## config.mk

```make
export PLATFORM = sky130hd
export DESIGN_NAME = retire_counter
export DESIGN_NICKNAME = d
export VERILOG_FILES = /design/src/logic/retire_counter.sv
export VERILOG_INCLUDE_DIRS = /design/src /design/src/logic
export SDC_FILE = /design/constraint.sdc
export NUM_CORES = 1
export LEC_CHECK = 0
export ABC_AREA = 1
export ABC_CLOCK_PERIOD_IN_PS = 2600
export BUFFER_PORTS_ARGS = -buffer_cell sky130_fd_sc_hd__buf_2
export CORE_MARGIN = 4
export CORE_UTILIZATION = 54
export CTS_CLUSTER_DIAMETER = 60
export DETAILED_ROUTE_END_ITERATION = 6
export PLACE_DENSITY = 0.78
export SLEW_MARGIN = 30
export SYNTH_ARGS = -nofsm -noshare
export SYNTH_HDL_FRONTEND = slang
export SYNTH_SLANG_ARGS = --single-unit
export TNS_END_PERCENT = 5
```

## constraint.sdc

```tcl
create_clock -name clk -period 2.6 [get_ports clk]
set_clock_uncertainty 0.05 [all_clocks]
set_input_delay 0.52 -clock clk [delete_from_list [all_inputs] [get_ports clk]]
set_output_delay 0.52 -clock clk [all_outputs]
set_load 0.01 [all_outputs]
```

## src/logic/wb_config.svh

```systemverilog
`ifndef WB_CONFIG_SVH
`define WB_CONFIG_SVH

// data word width, shared by all write ports
`define WB_DATA_W 32

// register index width, 32 architectural registers
`define WB_REG_W 5

// exception code width as seen by the CSR file
`define WB_ECODE_W 7

// virtual page number slice of the bad address
`define WB_VPPN_W 19

// retired instruction counter width, wraps
`define WB_CNT_W 32

`endif
```

## src/logic/retire_counter.sv

```systemverilog
`include "wb_config.svh"

module retire_counter (
    input  logic                 clk,
    input  logic                 aresetn,
    input  logic                 we0,
    input  logic                 we1,
    input  logic                 we2,
    output logic [`WB_CNT_W-1:0] instret
);

    // zero to three writes per cycle
    logic [1:0] n_commit;

    assign n_commit = {1'b0, we0} + {1'b0, we1} + {1'b0, we2};

    // wraps at full width
    always_ff @(posedge clk) begin
        if (!aresetn) begin
            instret <= '0;
        end else begin
            instret <= instret + {{(`WB_CNT_W-2){1'b0}}, n_commit};
        end
    end

endmodule

```

==> results of run 1 <==
## layout by cell type (no fill, tap or decap), types with 3 or more instances in the layout
cell	count
sky130_fd_sc_hd__nor2_1	56
sky130_fd_sc_hd__inv_1	27
sky130_fd_sc_hd__and2_1	3
sky130_fd_sc_hd__a21oi_1	19
sky130_fd_sc_hd__o21ai_0	5
sky130_fd_sc_hd__dfxtp_1	32
sky130_fd_sc_hd__nor2_2	6
sky130_fd_sc_hd__buf_2	36
sky130_fd_sc_hd__nand3_1	15
sky130_fd_sc_hd__xor2_1	3
sky130_fd_sc_hd__clkbuf_4	5
sky130_fd_sc_hd__nand2_1	82
## power groups by stage
stage	clock, mW	combinational (mW)	sequential [mW]
2_1_floorplan	0	0.0656	0.539
3_3_place_gp	0	0.104	0.533
3_5_place_dp	0	0.105	0.533
4_1_cts	0.306	0.107	0.522
5_1_grt	0.331	0.119	0.527
6_report	0.304	0.107	0.521
## cell type report
| type | instances | share of cell area (%) |
|---|---|---|
| Multi-Input combinational cell | 210 | 49.3 |
| Sequential cell | 32 | 31.3 |
| Timing Repair Buffer | 36 | 8.79 |
| Inverter | 28 | 5.13 |
| Clock buffer | 8 | 2.87 |
| Tap cell | 44 | 2.69 |
## cells by family after synthesis
kind of cell,count (synthesis),share of synthesized area [%]
AND/OR/NAND/NOR,172,42.3
adder cells (fa/ha/maj),4,3.68
buffers and inverters,31,6.65
flip-flops,32,36.2
XOR/XNOR,5,2.48
AO/OA/AOI/OAI,29,8.63
## worst paths after layout
check | startpoint | endpoint | slack, ns | cells past startpoint
max | instret[0] | instret[14] | 0.41 | 9
min | instret[31] | instret[31] | 0.44 | 2
max reg2reg | instret[0] | instret[14] | 0.41 | 9
min reg2reg | instret[31] | instret[31] | 0.44 | 2
## worst max-delay path, delay by kind of cell (launching register included)
family        cells  cell delay, ns
fa+ha+maj         3            1.08
xor+xnor          1            0.14
flops             1            0.37
simple gates      5            0.46
## metrics by stage
stage               std cells  setup WS, ns  area, um^2  hold slack, ns
detailed placement        350        0.0650        1990           0.420
global placement          350         0.131        1990           0.413
global route              358         0.292        2050           0.444
finish                    358         0.405        2050           0.436
floorplan                 273         0.290        1770           0.445
CTS                       358         0.399        2050           0.433
## cells in the mapped netlist (2+ instances only)
library cell | instances | area (um^2)
sky130_fd_sc_hd__dfxtp_1 | 32 | 641
sky130_fd_sc_hd__nand2_4 | 2 | 22.5
sky130_fd_sc_hd__nor2_1 | 56 | 210
sky130_fd_sc_hd__a21oi_1 | 19 | 95.1
sky130_fd_sc_hd__ha_1 | 2 | 25.0
sky130_fd_sc_hd__nand2_1 | 82 | 308
sky130_fd_sc_hd__o21ai_0 | 5 | 25.0
sky130_fd_sc_hd__nor2_4 | 2 | 22.5
sky130_fd_sc_hd__nor2_2 | 6 | 37.5
sky130_fd_sc_hd__xor2_1 | 3 | 26.3
sky130_fd_sc_hd__o21ai_1 | 2 | 10.0
sky130_fd_sc_hd__and2_1 | 3 | 18.8
sky130_fd_sc_hd__inv_1 | 27 | 101
sky130_fd_sc_hd__nor3_1 | 2 | 10.0
sky130_fd_sc_hd__nand3_1 | 15 | 75.1
sky130_fd_sc_hd__xnor2_1 | 2 | 17.5
sky130_fd_sc_hd__o21a_1 | 2 | 15.0
sky130_fd_sc_hd__fa_1 | 2 | 40.0
## layer usage
metal	up-vias	share of wire [%]	GRT usage (%)
li1	932	-	-
met1	791	47	29.2
met2	60	44	35.5
met3	10	7.5	7.18
met4	0	1.7	8.55
met5	-	0	0
==> results by stage, run 1 <==
Yosys:
- Summing every instance area after synthesis gives 1770 um^2.
- The distinct cell type count of the synthesized netlist is 27.
- The number of synthesized flops with an enable pin is 0.
- The number of nets produced by synthesis is 282.
- After synthesis, flip-flops and latches occupy 36.2% of the total area.
- In the synthesized netlist the dominant register cell turns out to be sky130_fd_sc_hd__dfxtp_1.
- The number of warning messages in the yosys log is 0.
- The proportion of register bits with asynchronous set or reset after synthesis is 0%.
- In the synthesized netlist, the number of instances is between 200 and 300.
- The synthesized area per cell is 6.48 um^2.
- In this run, synthesis produced a sequential element count of 32.

Floorplan:
- The core region is 3100 um^2.
- The floorplan step defined a die boundary enclosing 4250 um^2.
- The number of rows in the core area is 20.
- The I/O pin total is 37.
- Once the floorplan was initialized, standard cells occupied 57.0% of the core.
- The floorplan die height is 65.2 um.
- In this run the horizontal extent of the chip is 65.2 um.

Timing:
- Setup violations remaining at the end of the flow were counted as 0.
- After layout, the minimum clock period comes to about 2.2 ns.
- For the pin with the worst max-slew slack, the measured transition is 0.552 ns.
- Setup repair after global routing left no endpoint under its margin.
- The final max-slew violation count is 0.
- The worst pin sits at a relative slew slack of 63.1%.
- The maximum clock frequency is 456 MHz.
- The number of hold violations in the final report is 0.
- The summed negative setup slack over all endpoints is 0 ns.
- Of the available clock period, the critical path in the final layout requires 84.4%.

GRT:
- The first global-routing pass estimated approximately 7.3 mm of wire.
- The total global routing track utilization is 22.7%.
- The via count of the first global-routing pass was about 1600.
- The pin count of the biggest net entering global routing is 19.
- The number of antenna violations at the first check in global routing is 0.
- The remaining global-route overflow is 0.

Finish:
- 0 antenna diodes ended up in the layout.
- The sequential cell area in the final layout is 641 um^2.
- The area growth from synthesis to layout is 15.9%.
- instret holds more flip-flops than any other register.
- The multi-input combinational cells in the finished layout cover a total of 1010 um^2.
- Fill cells in the final layout number 323.
- The largest registers in the layout are instret x32.
- The register with the most flip-flops in the layout has 32 of them.
- The share of cells above drive strength 1 is 17.8%.
- The number of nets in the layout is 322.
- The utilization after layout is 66.0%.

Power and ir drop:
- The leakage power is 0.893 nW.
- The net switching power is between 0.2 and 0.3 mW.
- The design internal power is 0.681 mW.
- The power per cell area is 455 nW/um^2.
- The proportion of power drawn by flip-flops and latches is a little under three fifths.
- The combinational fraction of design power is 11.5%.
- The fraction of power spent switching nets is 27.0%.
- The total power after layout is 0.933 mW.
- The proportion of power drawn by the clock network is about a third.
- The worst ir drop on vdd is 0.371 mV.

Critical path:
- By startpoint and endpoint, the worst setup path is classified as reg -> reg.
- The required time at the endpoint of the critical path is 2.79 ns.
- Walking the worst path, the cells encountered are fa_1 > ha_1 > fa_1 > nand2_2 > nor2_8 > nand2_4 > nor2_4 > xor2_1 > and2_1.
- The data arrival time of the worst path is 2.39 ns.
- The maximum cell stage delay along the critical path is 0.43 ns.
- Along the worst path, the maximum fanout reaches 5.
- The most frequent cell on the critical path is sky130_fd_sc_hd__fa_1.
- For this design, the slowest cell found on the critical path is sky130_fd_sc_hd__fa_1.
- The worst setup path is launched from a flop.
- The kind of end point of the critical path is a flop.

Clock tree:
- Counting along the longest clock path gives a buffer depth of 2.
- The number of sinks on the clock net is 32.
- Clock-pin slew was measured on the worst setup and hold paths at 0.10 ns.
- The clock tree synthesis step divided the H-tree into 2 levels.
- The number of buffers inserted during clock tree synthesis is 5.
- The CTS tree is yes.
- The post-cts hold buffer count is 0.
- Clock latency on the worst-skew pair, taken at its later pin, is approximately 0.34 ns.
- The root buffer cell chosen for the clock tree is sky130_fd_sc_hd__clkbuf_4.
- The number of setup buffers added after CTS is 0.
- The total of cells resized after clock tree synthesis is 0.

Routing:
- The number of violations reported at the end of detailed-routing iteration 0 is 124.
- The pre-antenna-repair detailed-routing pass consisted of 5 iterations.
- The routed wire length per instance is 12.2 um.
- After detailed routing, the total wire length is around 4.4 mm.
- For this run, design rule violations remaining after detail routing come to 0.
- Using the TritonRoute via totals, the vias-per-cell ratio works out to 5.01.
- The via count is 1793.
- The final antenna-violating net count is 0.

Status:
- The run finished with clean final reports.

Placement:
- The quantity of I/O buffers inserted on ports is 36.
- Routability-driven placement finished with a final weighted congestion of 0.911.
- The detailed placer's ending HPWL is 3.44 mm.

Run:
- Across the run, the number of max-cap violations was 0.

Worst hold path:
- The classification of the worst-slack hold path is reg -> reg.
Power figures use the tool's default switching activity.
==> inputs of run 2 (changes only) <==
- ABC_CLOCK_PERIOD_IN_PS: 2600 -> 1950
- CORE_UTILIZATION: 54 -> 49
- PLACE_DENSITY: 0.78 -> 0.75
- clock period: 2.6 -> 1.95 ns (I/O delays scaled with it)
==> run 2 against run 1 <==
Effect of this change: the run now ends with setup timing left; sequential share of layout area decreased by 1.7 points; via count decreased by 1.6%; hold slack got worse by 0.13 ns; critical endpoint unchanged; first-iteration DRC count decreased by 25%.
==> results by stage, run 2 (synthesized netlist as in run 1, its figures left out) <==
Critical path:
- The depth of the most critical reg-to-reg path is 9 (unchanged).
- The launch point of the worst reg-to-reg path is instret[0].
- In this run the worst setup path terminates at instret[14].
- The kind of launch point of the worst setup path is a flop.
- The slack of the worst reg-to-reg path was -0.13 ns (-0.53 ns).
- The startpoint-to-endpoint class of the critical path is reg -> reg.
- The first element of the critical path is instret[0].
- The data arrival time of the worst path was 2.28 ns (-0.11 ns).
- The endpoint of the lowest-slack register-to-register path is instret[14].
- The required time at the endpoint of the critical path came to 2.15 ns (-0.64 ns).
- The critical-path maximum fanout is 4 (-1).
- The kind of end point of the critical path is a flop.

Clock tree:
- The number of sinks on the clock net is 32 (unchanged).
- The number of buffers inserted during clock tree synthesis was 5 (unchanged).
- The tree is rooted in a sky130_fd_sc_hd__clkbuf_4.
- The count of H-tree levels built during CTS is 2 (unchanged).
- The clock transition time at the flip-flop clock pins of the worst setup and hold paths is 0.10 ns (about the same).
- The maximum root-to-sink buffer count came to 2 (unchanged).
- The CTS tree is yes.
- The insertion delay to the later sink of the worst-skew pair is 0.35 ns (about the same).

Timing:
- The final count of negative-setup-slack endpoints is 13 (+13).
- Setup repair after global routing could not meet its margin everywhere.
- The number of hold violations in the final report is 0 (unchanged).
- The tightest slew margin relative to the limit is 59.6% (-3.5 points).
- The worst setup margin is -0.127 ns (-0.532 ns).
- The minimum hold slack came to 0.310 ns (-0.127 ns).
- The summed negative setup slack over all endpoints is -1.05 ns (-1.05 ns).
- The final period utilization is 106% (+22 points).
- The shortest clock period the worst path allows after layout is 2.08 ns (-0.118 ns).
- The maximum clock frequency is 482 MHz (+5.7%).
- The slew at the pin with the worst max-slew slack is 0.605 ns (+0.0525 ns).
- The final max-slew violation count is 0 (unchanged).

Finish:
- The synthesis-to-layout area growth is 22.9%.
- The share of cells above drive strength 1 is 25.3% (+7.5 points).
- The final cell count without fillers is 366 (+2.2%).
- The total inserted antenna cells is 0 (unchanged).
- The largest registers in the layout are instret x32.
- The number of nets in the layout came to 328 (+1.9%).
- The sequential cell area in the final layout is 642 um^2 (+0.20%).
- The library cells used most frequently in the layout, excluding fill and tap cells, are sky130_fd_sc_hd__nand2_1 (79), sky130_fd_sc_hd__nor2_1 (52), sky130_fd_sc_hd__buf_2 (36), sky130_fd_sc_hd__dfxtp_1 (31), sky130_fd_sc_hd__inv_1 (24).
- The largest register by flop count is instret.
- The fill cell total of the finished layout is 323 (unchanged).
- The total area of multi-input combinational cells is 1080 um^2 (+6.8%).
- The most common library cell in the layout ignoring fill and taps is sky130_fd_sc_hd__nand2_1.
- The number of flip-flops in the largest register was 32 (unchanged).

GRT:
- The number of antenna violations at the first check in global routing is 0 (unchanged).
- The global-route wire length before repair was 7.28 mm (about the same).
- The via count of the first global-routing pass is 1613 (unchanged).
- The total global routing track utilization is 21.7% (-1.0 points).
- The remaining global-route overflow is 0 (unchanged).
- The pin count of the biggest net entering global routing is 18 (-1).

Floorplan:
- The floorplan die area is 4630 um^2 (+8.9%).
- The initial cell density of the core is 51.8% (-5.2 points).
- The floorplan die height came to 68.1 um (+4.4%).
- The number of rows in the core area is 21 (+5.0%).
- The die span in x is 68.1 um (+4.4%).
- The I/O pin total was 37 (unchanged).
- The placeable core region came to 3420 um^2 (+10%).

Routing:
- The routed wire length per instance is 12.0 um (-1.2%).
- The final antenna-violating net count is 0 (unchanged).
- The via-per-instance ratio came to 4.82 (-3.7%).
- The number of violations reported at the end of detailed-routing iteration 0 is 93 (-25%).
- The routed wire length came to 4.39 mm (+0.97%).
- The detailed-route DRC error count came to 0 (unchanged).
- The first-pass iteration count of the detailed router is 4 (-1).
- The via count is 1765 (-1.6%).

Worst hold path:
- The classification of the worst-slack hold path is in -> reg.
- The worst hold path begins at we2.

Power and ir drop:
- The power per cell area came to 592 nW/um^2 (+30%).
- The total power after layout is 1.29 mW (+38%).
- The leakage power is 0.946 nW (+6.0%).
- The worst ir drop on vdd is 0.405 mV (+9.3%).

Run:
- The max-cap check violation count is 0 (unchanged).

Placement:
- The quantity of I/O buffers inserted on ports is 36 (unchanged).
- The last weighted congestion value of the routability-driven placer was 0.939 (+3.1%).
- The detailed placer's ending HPWL is 3.32 mm (-3.5%).
- The placed cell count is 357 (+2.0%).

Status:
- The flow ran to the end, but the final reports show violations.
- The final reports fail on setup timing.
## run 2: changes by cell type in the layout (fill, tap and decap cells not counted), moves of 3 or more
| cell | before | now |
|---|---|---|
| sky130_fd_sc_hd__buf_4 | 0 | 6 |
| sky130_fd_sc_hd__nor2_1 | 56 | 52 |
| sky130_fd_sc_hd__inv_1 | 27 | 24 |
| sky130_fd_sc_hd__nand2_1 | 82 | 79 |
| sky130_fd_sc_hd__nor2_4 | 2 | 5 |
## run 2: metrics by stage
step                cell area [um^2]  worst slack, ns  utilization, %
floorplan                       1790           -0.174               -
global placement                2050           -0.338            60.0
detailed placement              2050           -0.370            60.0
CTS                             2150           -0.101            62.8
global route                    2170           -0.256            63.6
finish                          2170           -0.127            63.6
## run 2: worst min-delay path by stage
stage | slack [ns] | to | cells past startpoint
floorplan | 0.44 | instret[31] | 2
global placement | 0.41 | instret[31] | 2
detailed placement | 0.42 | instret[31] | 2
CTS | 0.31 | instret[0] | 4
global route | 0.34 | instret[0] | 4
finish | 0.31 | instret[0] | 4
## run 2: per-layer routing
layer | track usage (%) | share of wire (%) | wire length, um
met4 | 10.4 | 2.0 | 87
met1 | 28.4 | 47 | 2070
met3 | 4.43 | 5.1 | 222
met2 | 33.9 | 46 | 2010
met5 | 0 | 0 | 0
## run 2: report_power, final
| part | switching [mW] | internal, mW | total, mW | leakage, nW |
|---|---|---|---|---|
| Sequential | 0.0254 | 0.674 | 0.700 | 0.259 |
| Clock | 0.240 | 0.171 | 0.411 | 0.0380 |
| Combinational | 0.0995 | 0.0766 | 0.176 | 0.650 |
| Total | 0.364 | 0.922 | 1.29 | 0.946 |
## run 2: final cells by class
class / instances / area share, %
clock buffers: 6 / 2.36
clock inverters: 2 / 0.461
inverters: 28 / 4.95
multi-input cells: 210 / 49.7
flip-flops and latches: 32 / 29.6
well taps: 46 / 2.65
repair buffers: 42 / 10.4
## run 2: timing repair
| action | in CTS | in global routing |
|---|---|---|
| resized for setup | 9 | 11 |
| buffers inserted | 1 | 0 |
| hold buffers | 0 | 0 |
| pin swaps | 6 | 3 |
| setup endpoints to repair | 14 | 29 |
## run 2: worst max-delay path: stages, from the launching register on
cell,delay (ns)
sky130_fd_sc_hd__dfxtp_2,0.34
sky130_fd_sc_hd__fa_1,0.44
sky130_fd_sc_hd__ha_2,0.21
sky130_fd_sc_hd__fa_2,0.40
sky130_fd_sc_hd__nand2_4,0.11
sky130_fd_sc_hd__nor2_8,0.05
sky130_fd_sc_hd__nand2_4,0.09
sky130_fd_sc_hd__nor2_4,0.04
sky130_fd_sc_hd__xor2_1,0.13
sky130_fd_sc_hd__and2_1,0.13
